--- src/game_pkg.sv ---
package game_pkg;

    // ====================================================================
    // screen and object geometry
    // ====================================================================
    localparam int SCREEN_W     = 640;
    localparam int SCREEN_H     = 480;
    localparam int COORD_W      = 10;
    localparam int ENEMY_X_W    = 11;   // signed, enemies start off screen
    localparam int START_X      = 320;
    localparam int START_Y      = 240;
    localparam int STEP         = 5;
    localparam int MARGIN       = 5;
    localparam int OBJ_SIZE     = 20;   // player and enemy squares
    localparam int BULLET_W     = 5;
    localparam int BULLET_H     = 10;
    localparam int BULLET_X_OFS = 10;

    // joystick aiming
    localparam int JOY_CENTER       = 512;
    localparam int DEAD_ZONE        = 100;
    localparam int MAX_BULLET_SPEED = 5;

    // enemy field
    localparam int N_ENEMIES   = 10;
    localparam int ENEMY_SPEED = 10;
    localparam int SPAWN_LEFT  = -20;
    localparam int SPAWN_RIGHT = 660;

    localparam logic [7:0] HEALTH_INIT = 8'd50;
    localparam logic [7:0] HIT_DAMAGE  = 8'd5;
    localparam logic [7:0] WIN_SCORE   = 8'd10;

    // tick divisors, in clk cycles
    localparam int BULLET_DIV = 8;
    localparam int ENEMY_DIV  = 32;

    localparam logic [9:0] LFSR_SEED = 10'b1010101010;   // must not be all zero

    // game states
    localparam logic [2:0] ST_MENU     = 3'd0;
    localparam logic [2:0] ST_TUTORIAL = 3'd1;
    localparam logic [2:0] ST_RUNNING  = 3'd2;
    localparam logic [2:0] ST_OVER     = 3'd3;
    localparam logic [2:0] ST_WIN      = 3'd4;

    // box a (ax, ay, aw, ah) touches box b, edges inclusive on the near side
    function automatic logic overlap(input int ax, input int ay, input int aw, input int ah,
                                     input int bx, input int by, input int bw, input int bh);
        return (ax + aw >= bx) && (ax < bx + bw) && (ay + ah >= by) && (ay < by + bh);
    endfunction

endpackage

--- src/field_if.sv ---
`timescale 1ns/1ps

interface field_if;

    // enemy slots, packed per slot
    logic [game_pkg::N_ENEMIES-1:0]                     enemy_active;
    logic [game_pkg::N_ENEMIES*game_pkg::ENEMY_X_W-1:0] enemy_x;
    logic [game_pkg::N_ENEMIES*game_pkg::COORD_W-1:0]   enemy_y;

    logic [game_pkg::N_ENEMIES-1:0] hit_mask;   // level, held until next fire

    modport enemy_side (
        output enemy_active, enemy_x, enemy_y,
        input  hit_mask
    );

    modport bullet_side (
        input  enemy_active, enemy_x, enemy_y,
        output hit_mask
    );

endinterface

--- src/bullet_unit.sv ---
`timescale 1ns/1ps

module bullet_unit (
    input  logic                clk,
    input  logic                rst,
    input  logic                bullet_tick,
    input  logic                running,
    input  logic                joy_fire,
    input  logic [9:0]          joy_x,
    input  logic [9:0]          joy_y,
    input  logic [9:0]          player_x,
    input  logic [9:0]          player_y,
    field_if.bullet_side        field,
    output logic                bullet_active,
    output logic [9:0]          bullet_x,
    output logic [9:0]          bullet_y,
    output logic [7:0]          score
);

    localparam int XW = game_pkg::ENEMY_X_W;
    localparam int CW = game_pkg::COORD_W;

    int                              dx, dy;
    logic                            fire_now;
    logic                            in_box;
    logic signed [3:0]               vx, vy;
    logic [game_pkg::N_ENEMIES-1:0]  hits;

    // sign(d) * ((|d| * speed) >> 9), so at most +-5 per tick
    function automatic logic signed [3:0] scale_vel(input int d);
        int s;
        s = (((d < 0) ? -d : d) * game_pkg::MAX_BULLET_SPEED) >> 9;
        if (d < 0)
            s = -s;
        return s[3:0];
    endfunction

    // ====================================================================
    // aiming and dead zone
    // ====================================================================
    assign dx = int'(joy_x) - game_pkg::JOY_CENTER;
    assign dy = int'(joy_y) - game_pkg::JOY_CENTER;
    assign fire_now = running && joy_fire && !bullet_active &&
                      (((dx * dx + dy * dy) >> 8) >
                       ((game_pkg::DEAD_ZONE * game_pkg::DEAD_ZONE) >> 8));

    assign in_box = (bullet_x >= game_pkg::MARGIN) &&
                    (bullet_x <= game_pkg::SCREEN_W - game_pkg::MARGIN) &&
                    (bullet_y >= game_pkg::MARGIN) &&
                    (bullet_y <= game_pkg::SCREEN_H - game_pkg::MARGIN);

    // bullet against every live enemy slot
    always_comb begin
        for (int i = 0; i < game_pkg::N_ENEMIES; i++) begin
            hits[i] = field.enemy_active[i] &&
                      game_pkg::overlap(int'(bullet_x), int'(bullet_y),
                                        game_pkg::BULLET_W, game_pkg::BULLET_H,
                                        int'($signed(field.enemy_x[i*XW +: XW])),
                                        int'(field.enemy_y[i*CW +: CW]),
                                        game_pkg::OBJ_SIZE, game_pkg::OBJ_SIZE);
        end
    end

    // ====================================================================
    // control state and score
    // ====================================================================
    always_ff @(posedge clk or posedge rst) begin
        if (rst) begin
            bullet_active  <= 1'b0;
            field.hit_mask <= '0;
            score          <= '0;
        end else if (!running) begin
            bullet_active  <= 1'b0;
            field.hit_mask <= '0;
            score          <= '0;
        end else if (bullet_tick) begin
            if (fire_now) begin
                bullet_active  <= 1'b1;
                field.hit_mask <= '0;
            end else if (bullet_active) begin
                if (|hits) begin
                    bullet_active  <= 1'b0;
                    field.hit_mask <= field.hit_mask | hits;
                    if (score < game_pkg::WIN_SCORE)
                        score <= score + 8'd1;   // saturates at win
                end else if (!in_box) begin
                    bullet_active <= 1'b0;
                end
            end
        end
    end

    // position and velocity
    always_ff @(posedge clk) begin
        if (bullet_tick) begin
            if (fire_now) begin
                bullet_x <= player_x + game_pkg::BULLET_X_OFS[CW-1:0];
                bullet_y <= player_y;
                vx       <= scale_vel(dx);
                vy       <= scale_vel(dy);
            end else if (bullet_active) begin
                bullet_x <= bullet_x + {{(CW-4){vx[3]}}, vx};   // wraps high when < 0
                bullet_y <= bullet_y + {{(CW-4){vy[3]}}, vy};
            end
        end
    end

endmodule

--- src/flat_wrapper.sv ---
// flat-port wrapper written by rule: the top's interface ports become plain ports
module bullet_unit_flat 
  (clk, rst, bullet_tick, running, joy_fire, joy_x, joy_y, player_x, player_y, bullet_active, bullet_x, bullet_y, score, field_enemy_active, field_enemy_x, field_enemy_y, field_hit_mask);
  field_if field_i ();
  input  logic clk;
  input  logic rst;
  input  logic bullet_tick;
  input  logic running;
  input  logic joy_fire;
  input  logic [9:0] joy_x;
  input  logic [9:0] joy_y;
  input  logic [9:0] player_x;
  input  logic [9:0] player_y;
  output logic bullet_active;
  output logic [9:0] bullet_x;
  output logic [9:0] bullet_y;
  output logic [7:0] score;
  input wire logic [$bits(field_i.enemy_active)-1:0] field_enemy_active;
  input wire logic [$bits(field_i.enemy_x)-1:0] field_enemy_x;
  input wire logic [$bits(field_i.enemy_y)-1:0] field_enemy_y;
  output wire logic [$bits(field_i.hit_mask)-1:0] field_hit_mask;
  assign field_i.enemy_active = field_enemy_active;
  assign field_i.enemy_x = field_enemy_x;
  assign field_i.enemy_y = field_enemy_y;
  assign field_hit_mask = field_i.hit_mask;
  bullet_unit u_core (.clk(clk), .rst(rst), .bullet_tick(bullet_tick), .running(running), .joy_fire(joy_fire), .joy_x(joy_x), .joy_y(joy_y), .player_x(player_x), .player_y(player_y), .field(field_i), .bullet_active(bullet_active), .bullet_x(bullet_x), .bullet_y(bullet_y), .score(score));
endmodule
--- config.mk ---
export PLATFORM = sky130hd
export DESIGN_NAME = bullet_unit_flat
export DESIGN_NICKNAME = d
export VERILOG_FILES = /design/src/game_pkg.sv /design/src/field_if.sv /design/src/bullet_unit.sv /design/src/flat_wrapper.sv
export SDC_FILE = /design/constraint.sdc
export NUM_CORES = 1
export LEC_CHECK = 0
export ABC_AREA = 1
export BUFFER_PORTS_ARGS = -buffer_cell sky130_fd_sc_hd__buf_2
export CAP_MARGIN = 10
export CORE_MARGIN = 3
export CORE_UTILIZATION = 52
export CTS_CLUSTER_SIZE = 14
export DETAILED_ROUTE_END_ITERATION = 8
export PLACE_DENSITY = 0.7
export SYNTH_ARGS = -nofsm -noshare
export SYNTH_HDL_FRONTEND = slang
export SYNTH_SLANG_ARGS = --single-unit
export TNS_END_PERCENT = 20
--- constraint.sdc ---
create_clock -name clk -period 11.22 [get_ports clk]
set_input_delay 1.683 -clock clk [delete_from_list [all_inputs] [get_ports clk]]
set_output_delay 1.683 -clock clk [all_outputs]
set_load 0.01 [all_outputs]
==> results of run 1 <==
==> layer usage <==
metal | routed length (µm) | share of wire | track usage | vias up
met2 | 35570 | 0.48 | 0.4999 | 609
met3 | 3751 | 0.050 | 0.01839 | 126
met4 | 2895 | 0.039 | 0.1019 | 2
met5 | 13 | 0.00017 | 0 | -
li1 | - | - | - | 12240
met1 | 32350 | 0.43 | 0.3595 | 11050
==> worst reg2reg max path: cells and delay by family, from the launching register on <==
kind	cells	cell delay, ns
AO/OA/AOI/OAI	4	0.95
XOR/XNOR	1	0.75
adder cells (fa/ha/maj)	1	0.40
buffers and inverters	4	0.81
flip-flops	1	0.33
AND/OR/NAND/NOR	9	1.15
==> cell families after synthesis <==
group | after synthesis | synth area share
buf+inv | 913 | 0.1322
compound gates | 411 | 0.08857
flops | 47 | 0.05004
xor+xnor | 179 | 0.05960
simple gates | 1363 | 0.2203
other cells | 1 | 0.0001426
fa+ha+maj | 805 | 0.4491
==> through the flow <==
stage | instances | hold WS (ns) | utilization
final | 4696 | 0.5209 | 0.5853
after global routing | 4693 | 0.5678 | 0.5851
after CTS | 4689 | 0.5343 | 0.5849
after detailed placement | 4681 | 0.5171 | 0.5811
after global placement | 4681 | 0.5205 | 0.5811
after floorplan | 3722 | 0.5135 | -
==> placed cells by master, fill, tap and decap left out, types with 24 or more instances in the layout <==
cell type,n
o21a_1,40
buf_4,24
ha_1,573
edfxtp_1,28
nor3_1,24
nand2_1,855
nand3_1,131
inv_1,862
nor2_1,224
a21oi_1,223
xor2_1,153
o21ai_0,80
buf_2,303
nand4_1,42
fa_1,232
==> cell type report <==
class / instances / area, µm² / share of cell area
diodes: 7 / 17.52 / 0.0006051
clock buffers: 6 / 150.1 / 0.005187
clock inverters: 2 / 41.29 / 0.001426
inverters: 881 / 3309 / 0.1143
multi-input cells: 2762 / 21580 / 0.7457
flip-flops and latches: 47 / 1316 / 0.04547
well taps: 664 / 830.8 / 0.02870
repair buffers: 327 / 1697 / 0.05861
==> flip-flops by register name, summed over array words and instances (netlist names) <==
name and count:
u_core.bullet_active 1, u_core.bullet_x 10, u_core.bullet_y 10, u_core.field.hit_mask 10
u_core.score 8, u_core.vx 4, u_core.vy 4
==> worst paths after layout <==
| kind | to | depth (start not counted) |
|---|---|---|
| worst max register to register | u_core.score[1] | 19 |
| worst max-delay path | u_core.bullet_y[5] | 33 |
| worst min-delay path | u_core.score[6] | 2 |
| worst min register to register | u_core.score[6] | 2 |
| max in group asynchronous | u_core.score[6] | 2 |
| min in group asynchronous | u_core.field.hit_mask[4] | 2 |
==> metrics, run 1 <==
unique cell type count in the Yosys netlist 49; Post-Synthesis Cells 3719; CTS root buf clkbuf_16; CP Capture Type register; CORE AREA 49460 µm²; max incr delay on CP 0.80 ns; Tmin final 9.060 ns; cell taking the most area after synthesis ha_1; slowest cell on the critical path a21oi_1; die area between 50000 and 60000 µm²; CTS tree yes; post-synth top area share 0.2726; worst slew pin tran 1.032 ns; DP Area 28740 µm²; Max-Cap Viols 0; ys flop type edfxtp_1; chip height 230.9 µm; cts hold-fix bufs 0; startpoint types input pin; final setup margin 2.160 ns; starting density of the core 0.5318; dpl ws 1.817 ns; DR iter-0 viols 1361; DRT Pass-1 Iters 5; register-to-register setup slack 6.76 ns; Cell Area, Synth 26300 µm²; count leader, synth inv_1; Post-synth EDFFs 28; Synth Area per Inst approximately 7.1 µm²; DR DRC count 0; status finished clean; #FFs+latches synth 47; commonest cells in the netlist inv_1, nand2_1, ha_1; WP buf/inv 10; Worst-path clk slew 0.07 ns; deepest clock path buffer count 2; RSZ-0062 raised after global routing no; CTS resizes 0; area added between synthesis and finish 10.05%; period utilization 0.8075; Slew Viols, Final 0; buffers inserted by post-CTS timing repair 0; Nets 5094; largest net degree at the start of global routing 28; Buffers on Ports 303; GP Congestion 0.9354; first-pass GRT wire length 119200 µm; vias in the first global route 23490; fillers 4825; worst setup path category in -> reg; CTS Buf Count 5; Area contributors post-synth ha_1, fa_1, inv_1; critical path arrival 9.04 ns; DR vias between 20000 and 25000; worst hold path type reg -> reg; Worst Path Required about 11 ns; Hold Violations, Final 0; Worst-Skew Late Latency roughly 0.32 ns; initial antenna violation count 6; CP max FO 20; post-route ant nets 0; Hold Crit Start u_core.score[6]; Seq/Total Area, Yosys 0.05004; DIE WIDTH 230.9 µm; num rows 81; CP delay by family, top adder cells; clk_skew 0.01273 ns; detailed-route wire length 74580 µm; Routed WL per cell 15.88 µm; clock sinks 47; count of warnings emitted by yosys 0; DP HPWL 63110 µm; Worst Setup SP joy_y[1]; total track usage 0.2811; Setup TNS Final 0 ns; Setup-failing EPs final 0; Slew Limit Headroom 0.3121; layout cells sized above 1 0.1081; ys async rst share 0.4043; Final Cell Area 28950 µm²; Peak Freq 0.1104 GHz; total grt overflow 0; most used cell, CP inv_1; vias per cell 5.118; CTS H-tree lvls 2; Ports between 300 and 400; worst r2r src u_core.bullet_x[0]
Power of run 1 is not shown: default switching activity piles up to over one toggle a cycle in this logic, so the estimate is an artifact.
==> run 2: changes to the inputs <==
--- a/config.mk
+++ b/config.mk
@@ -5,14 +5,14 @@
 export SDC_FILE = /design/constraint.sdc
 export NUM_CORES = 1
 export LEC_CHECK = 0
-export ABC_AREA = 1
+export ABC_AREA = 0
 export BUFFER_PORTS_ARGS = -buffer_cell sky130_fd_sc_hd__buf_2
 export CAP_MARGIN = 10
 export CORE_MARGIN = 3
 export CORE_UTILIZATION = 52
 export CTS_CLUSTER_SIZE = 14
 export DETAILED_ROUTE_END_ITERATION = 8
-export PLACE_DENSITY = 0.7
+export PLACE_DENSITY = 0.74
 export SYNTH_ARGS = -nofsm -noshare
 export SYNTH_HDL_FRONTEND = slang
 export SYNTH_SLANG_ARGS = --single-unit
==> constraint.sdc (replaced) <==
create_clock -name clk -period 7.54 [get_ports clk]
set_input_delay 1.131 -clock clk [delete_from_list [all_inputs] [get_ports clk]]
set_output_delay 1.131 -clock clk [all_outputs]
set_load 0.01 [all_outputs]
==> metrics, run 2 <==
critical path arrival 8.05 ns (-0.99 ns); ys async rst share 0.4043 (unchanged); fillers 3717 (-23%); vias in the first global route 24270 (+3.3%); CTS root buf clkbuf_16; Area contributors post-synth ha_1, fa_1, inv_1; CP max FO 5 (-75%); Slew Limit Headroom 0.3182 (+0.006183); Nets 4426 (-13%); layout cells sized above 1 0.2183 (+0.1103); post-route ant nets 0 (unchanged); clock sinks 47 (unchanged); commonest cells after routing, fill and taps aside ha_1, inv_1, buf_2; most used cell, CP fa_1; DR iter-0 viols 1374 (+0.96%); area added between synthesis and finish 22.22%; DP Area 27940 µm² (-2.8%); clk_skew 0.006558 ns (-0.006173 ns); Seq/Total Area, Yosys 0.05511 (+0.005070); DP HPWL 66790 µm (+5.8%); DR DRC count 0 (unchanged); unique cell type count in the Yosys netlist 78 (+59%); starting density of the core 0.5331 (+0.001284); Ports 304 (unchanged); DR vias 22980 (-4.4%); GP Congestion 0.9846 (+5.3%); dpl ws -1.154 ns (-2.971 ns); Final Cell Area 29190 µm² (+0.84%); Routed WL per cell 20.41 µm (+29%); largest net degree at the start of global routing 21 (-25%); Hold Violations, Final 0 (unchanged); Tmin final about 8 ns; Cell Area, Synth 23880 µm² (-9.2%); worst slew pin tran 1.023 ns (-0.009275 ns); chip height 220.3 µm (-4.6%); DRT Pass-1 Iters 7 (+2); ys flop type edfxtp_1; Post-Place Cells 3901 (-17%); Max-Cap Viols 0 (unchanged); num rows 77 (-4.9%); Slew Viols, Final 0 (unchanged); commonest cells in the netlist ha_1, inv_1, fa_1; first-pass GRT wire length 124700 µm (+4.6%); DIE WIDTH 220.3 µm (-4.6%); final setup margin -0.4620 ns (-2.622 ns); largest registers u_core.bullet_x: 10 flops, u_core.bullet_y: 10 flops, u_core.field.hit_mask: 10 flops; RSZ-0062 raised after global routing yes; Setup-failing EPs final 59 (+59); commonest non-fill, non-tap cell in the layout ha_1; #FFs+latches synth 47 (unchanged); failing checks setup timing; post-synth top area share 0.3002 (+0.02762); total grt overflow 0 (unchanged); Worst-Skew Late Latency 0.29 ns (-0.03 ns); worst hold path type reg -> reg; Synth Area per Inst 8.454 µm² (+20%); Post-Layout Cell Count 3966 (-16%); Buffers on Ports 303 (unchanged); status complete, but fails checks; startpoint types input pin; Post-synth EDFFs 28 (unchanged); CTS Buf Count 5 (unchanged); max incr delay on CP 0.56 ns (-0.24 ns); count leader, synth ha_1; Peak Freq 0.1250 GHz; die area 48540 µm² (-9.0%); period utilization 1.061; count of warnings emitted by yosys 0 (unchanged); CTS tree yes; slowest cell on the critical path fa_1; CTS H-tree lvls 2 (unchanged); total track usage 0.3274 (+0.04629); Post-Synthesis Cells 2825 (-24%); deepest clock path buffer count 2 (unchanged); vias per cell 5.794 (+13%); cts hold-fix bufs 0 (unchanged); worst setup path category in -> reg; initial antenna violation count 17 (+11); Worst-path clk slew 0.07 ns (about the same); Worst Path Required 7.59 ns (-3.61 ns); cell taking the most area after synthesis ha_1; CP Capture Type register; CORE AREA 44800 µm² (-9.4%); detailed-route wire length 80960 µm (+8.6%)
==> run 2: changes by cell type after synthesis, moves of 28 or more <==
cell and change:
nand3_1 -99, a21o_1 +33, nand2_1 -729, inv_1 -323, o21ai_0 +61, a21oi_1 -70
nor3_1 +31, nor2_1 -34, xnor2_1 +129, xor2_1 -103, a211oi_1 +29, and2_1 +28
==> run 2: cell families (layout without fill, tap and decap cells) <==
| family | count (synthesis) | in the layout | synth area share |
|---|---|---|---|
| and+or+nand+nor | 592 | 592 | 0.1202 |
| buffers and inverters | 581 | 1109 | 0.09205 |
| adders and majority gates | 805 | 805 | 0.4947 |
| muxes | 11 | 11 | 0.004924 |
| other | 1 | 21 | 0.0001570 |
| AOI/OAI and AO/OA | 583 | 584 | 0.1577 |
| DFF | 47 | 47 | 0.05511 |
| xor gates and xnor gates | 205 | 205 | 0.07518 |
==> run 2: area by class of cell <==
| class | instances | area, µm² | share of cell area |
|---|---|---|---|
| antenna | 17 | 42.54 | 0.001457 |
| sequential | 47 | 1316 | 0.04509 |
| inverter | 543 | 2069 | 0.07090 |
| multi-input combinational | 2201 | 21180 | 0.7254 |
| timing repair buffer | 558 | 3704 | 0.1269 |
| clock inverter | 3 | 17.52 | 0.0006001 |
| clock buffer | 5 | 125.1 | 0.004286 |
| tap | 592 | 740.7 | 0.02538 |
==> run 2: stage by stage <==
step | utilization | hold WS (ns) | TNS, ns
floorplan | - | 0.5278 | -32.40
global placement | 0.6237 | 0.4785 | -59.13
detailed placement | 0.6237 | 0.4949 | -64.14
CTS | 0.6447 | 0.5101 | -21.80
global route | 0.6512 | 0.5283 | -38.83
finish | 0.6516 | 0.5092 | -22.48
==> run 2: timing repair <==
action                     in CTS  in global routing
setup endpoints to repair      59                 59
pin swaps                     120                 31
setup buffers                  28                 10
gates resized for setup       141                 29
gates cloned                    1                  2
==> run 2: critical path, delay by kind of cell <==
family / cells / cell delay [ns]
AOI/OAI and AO/OA: 4 / 1.25
adders and majority gates: 8 / 3.80
buffers and inverters: 9 / 0.94
muxes: 2 / 0.45
and+or+nand+nor: 4 / 0.45
==> run 2: path summary, 6_finish.rpt <==
check                           depth (start not counted)                startpoint                        to  slack, ns
worst max-delay path                                   27                  joy_y[4]        u_core.bullet_y[8]      -0.46
min in group asynchronous                               2                       rst           u_core.score[2]       0.99
max in group asynchronous                               2                       rst           u_core.score[1]       6.08
worst max register to register                         12        u_core.bullet_x[0]           u_core.score[2]       2.29
worst min-delay path                                    2  u_core.field.hit_mask[5]  u_core.field.hit_mask[5]       0.51
worst min register to register                          2  u_core.field.hit_mask[5]  u_core.field.hit_mask[5]       0.51
==> run 2: layer usage <==
metal | wire length, µm | GRT usage
met5 | 57 | 0
met4 | 4961 | 0.1784
met2 | 39560 | 0.5866
met1 | 30300 | 0.3733
met3 | 6080 | 0.05163
Power of run 2 is left out for the same reason.
==> run 3: changes to the inputs <==
--- a/config.mk
+++ b/config.mk
@@ -12,7 +12,7 @@
 export CORE_UTILIZATION = 52
 export CTS_CLUSTER_SIZE = 14
 export DETAILED_ROUTE_END_ITERATION = 8
-export PLACE_DENSITY = 0.74
+export PLACE_DENSITY = 0.71
 export SYNTH_ARGS = -nofsm -noshare
 export SYNTH_HDL_FRONTEND = slang
 export SYNTH_SLANG_ARGS = --single-unit
==> constraint.sdc (replaced) <==
create_clock -name clk -period 9.25 [get_ports clk]
set_input_delay 1.3875 -clock clk [delete_from_list [all_inputs] [get_ports clk]]
set_output_delay 1.3875 -clock clk [all_outputs]
set_load 0.01 [all_outputs]
==> metrics, run 3 (synthesis results as in run 2) <==
CTS H-tree lvls 2 (unchanged); Worst-path clk slew 0.07 ns (about the same); Setup-failing EPs final 0 (-100%); largest registers u_core.bullet_x: 10 flops, u_core.bullet_y: 10 flops, u_core.field.hit_mask: 10 flops; DRT Pass-1 Iters 5 (-2); worst slew pin tran 1.052 ns (+0.02908 ns); CORE AREA 44800 µm² (unchanged); DR iter-0 viols 1327 (-3.4%); post-route ant nets 0 (unchanged); RSZ-0062 raised after global routing no; CP Capture Type register; total grt overflow 0 (unchanged); clk_skew 0.008739 ns (+0.002181 ns); Buffers on Ports 303 (unchanged); slowest cell on the critical path fa_1; startpoint types input pin; register-to-register setup slack 4.14 ns (+1.85 ns); commonest non-fill, non-tap cell in the layout ha_1; starting density of the core 0.5331 (unchanged); Tmin final 8.871 ns; clock sinks 47 (unchanged); CP max FO 11 (+6); area added between synthesis and finish 12.41%; max incr delay on CP 0.56 ns (about the same); first-pass GRT wire length 118400 µm (-5.0%); initial antenna violation count 21 (+4); detailed-route wire length 76170 µm (-5.9%); vias in the first global route 22420 (-7.6%); status finished clean; largest net degree at the start of global routing 21 (unchanged); layout cells sized above 1 0.1309 (-0.08741); deepest clock path buffer count 2 (unchanged); GP Congestion 0.9532 (-3.2%); Nets 4246 (-4.1%); commonest cells after routing, fill and taps aside ha_1, inv_1, buf_2; Worst-Skew Late Latency 0.29 ns (about the same); R2R cell count 15 (+3); Ports 304 (unchanged); DIE WIDTH 220.3 µm (unchanged); Slew Limit Headroom 0.2989 (-0.01939); CP Capture Point u_core.bullet_x[0]; worst r2r src u_core.bullet_x[1]; Hold Violations, Final 0 (unchanged); vias per cell 5.760 (-0.58%); Slew Viols, Final 0 (unchanged); die area 48540 µm² (unchanged); Peak Freq 0.1127 GHz; most used cell, CP fa_1; Setup TNS Final 0 ns (+22.48 ns); Max-Cap Viols 0 (unchanged); CTS tree yes; period utilization 0.9591; DP HPWL 65290 µm (-2.2%); CTS root buf clkbuf_16; CTS Buf Count 5 (unchanged); worst hold path type reg -> reg; cts hold-fix bufs 0 (unchanged); Worst Path Required 9.29 ns (+1.70 ns); num rows 77 (unchanged); DR DRC count 0 (unchanged); RR Endpoint u_core.score[2]; total track usage 0.3105 (-0.01690); DR vias 21790 (-5.2%); Worst Setup SP joy_x[9]; worst setup path category in -> reg; chip height 220.3 µm (unchanged); critical path arrival 8.91 ns (+0.86 ns); Routed WL per cell 20.14 µm (-1.3%)
run 3: changes by cell type in the layout (fill, tap and decap cells not counted), moves of 12 or more:
cell,previous run,this run
buf_4,239,74
inv_1,508,539
inv_2,25,0
ha_1,552,573
ha_4,19,0
nor2_1,172,190
buf_2,286,303
buf_6,18,1
nand2_1,114,126
run 3: worst min path at each step:
| stage | from | to | slack [ns] | depth (start not counted) |
|---|---|---|---|---|
| global placement | u_core.field.hit_mask[6] | u_core.field.hit_mask[6] | 0.48 | 2 |
| finish | u_core.field.hit_mask[1] | u_core.field.hit_mask[1] | 0.50 | 2 |
| detailed placement | u_core.field.hit_mask[7] | u_core.field.hit_mask[7] | 0.48 | 2 |
| global route | u_core.field.hit_mask[7] | u_core.field.hit_mask[7] | 0.52 | 2 |
| floorplan | u_core.field.hit_mask[3] | u_core.field.hit_mask[3] | 0.53 | 2 |
| CTS | u_core.field.hit_mask[1] | u_core.field.hit_mask[1] | 0.50 | 2 |
run 3: what timing repair did:
item	CTS	global route
gates resized for setup	0	2
endpoints found under the setup margin	0	13
buffers inserted	0	1
run 3: stage by stage:
| stage | hold slack [ns] | cell area, µm² | util | setup slack, ns | cells |
|---|---|---|---|---|---|
| 3_5_place_dp | 0.4817 | 26620 | 0.5942 | 0.05858 | 3760 |
| 2_1_floorplan | 0.5278 | 23910 | - | 0.08782 | 2828 |
| 5_1_grt | 0.5217 | 26830 | 0.5989 | 0.07105 | 3775 |
| 4_1_cts | 0.4981 | 26800 | 0.5982 | 0.3803 | 3768 |
| 3_3_place_gp | 0.4753 | 26620 | 0.5942 | 0.1390 | 3760 |
| 6_report | 0.4975 | 26850 | 0.5992 | 0.3786 | 3782 |
run 3: final cells by class:
cell class                      count  area, µm²
Multi-Input combinational cell   2200      20440
Clock inverter                      2      38.79
Tap cell                          592      740.7
Clock buffer                        6      138.9
Inverter                          543       2038
Timing Repair Buffer              379       2103
Antenna cell                       13      32.53
Fill cell                        4023      17950
Sequential cell                    47       1316
run 3: metal layers:
layer | vias up | global-route usage | share of wire
met5 | - | 0 | 0.0015
met4 | 18 | 0.1339 | 0.048
li1 | 10390 | - | -
met1 | 10450 | 0.3813 | 0.41
met3 | 199 | 0.04820 | 0.072
met2 | 728 | 0.5411 | 0.47
run 3: worst max-delay path, delay by kind of cell:
kind / cells / cell delay (ns)
fa+ha+maj: 8 / 3.95
compound gates: 4 / 1.64
simple gates: 4 / 0.71
buf+inv: 8 / 0.68
mux: 2 / 0.55
Power of run 3 is left out for the same reason.
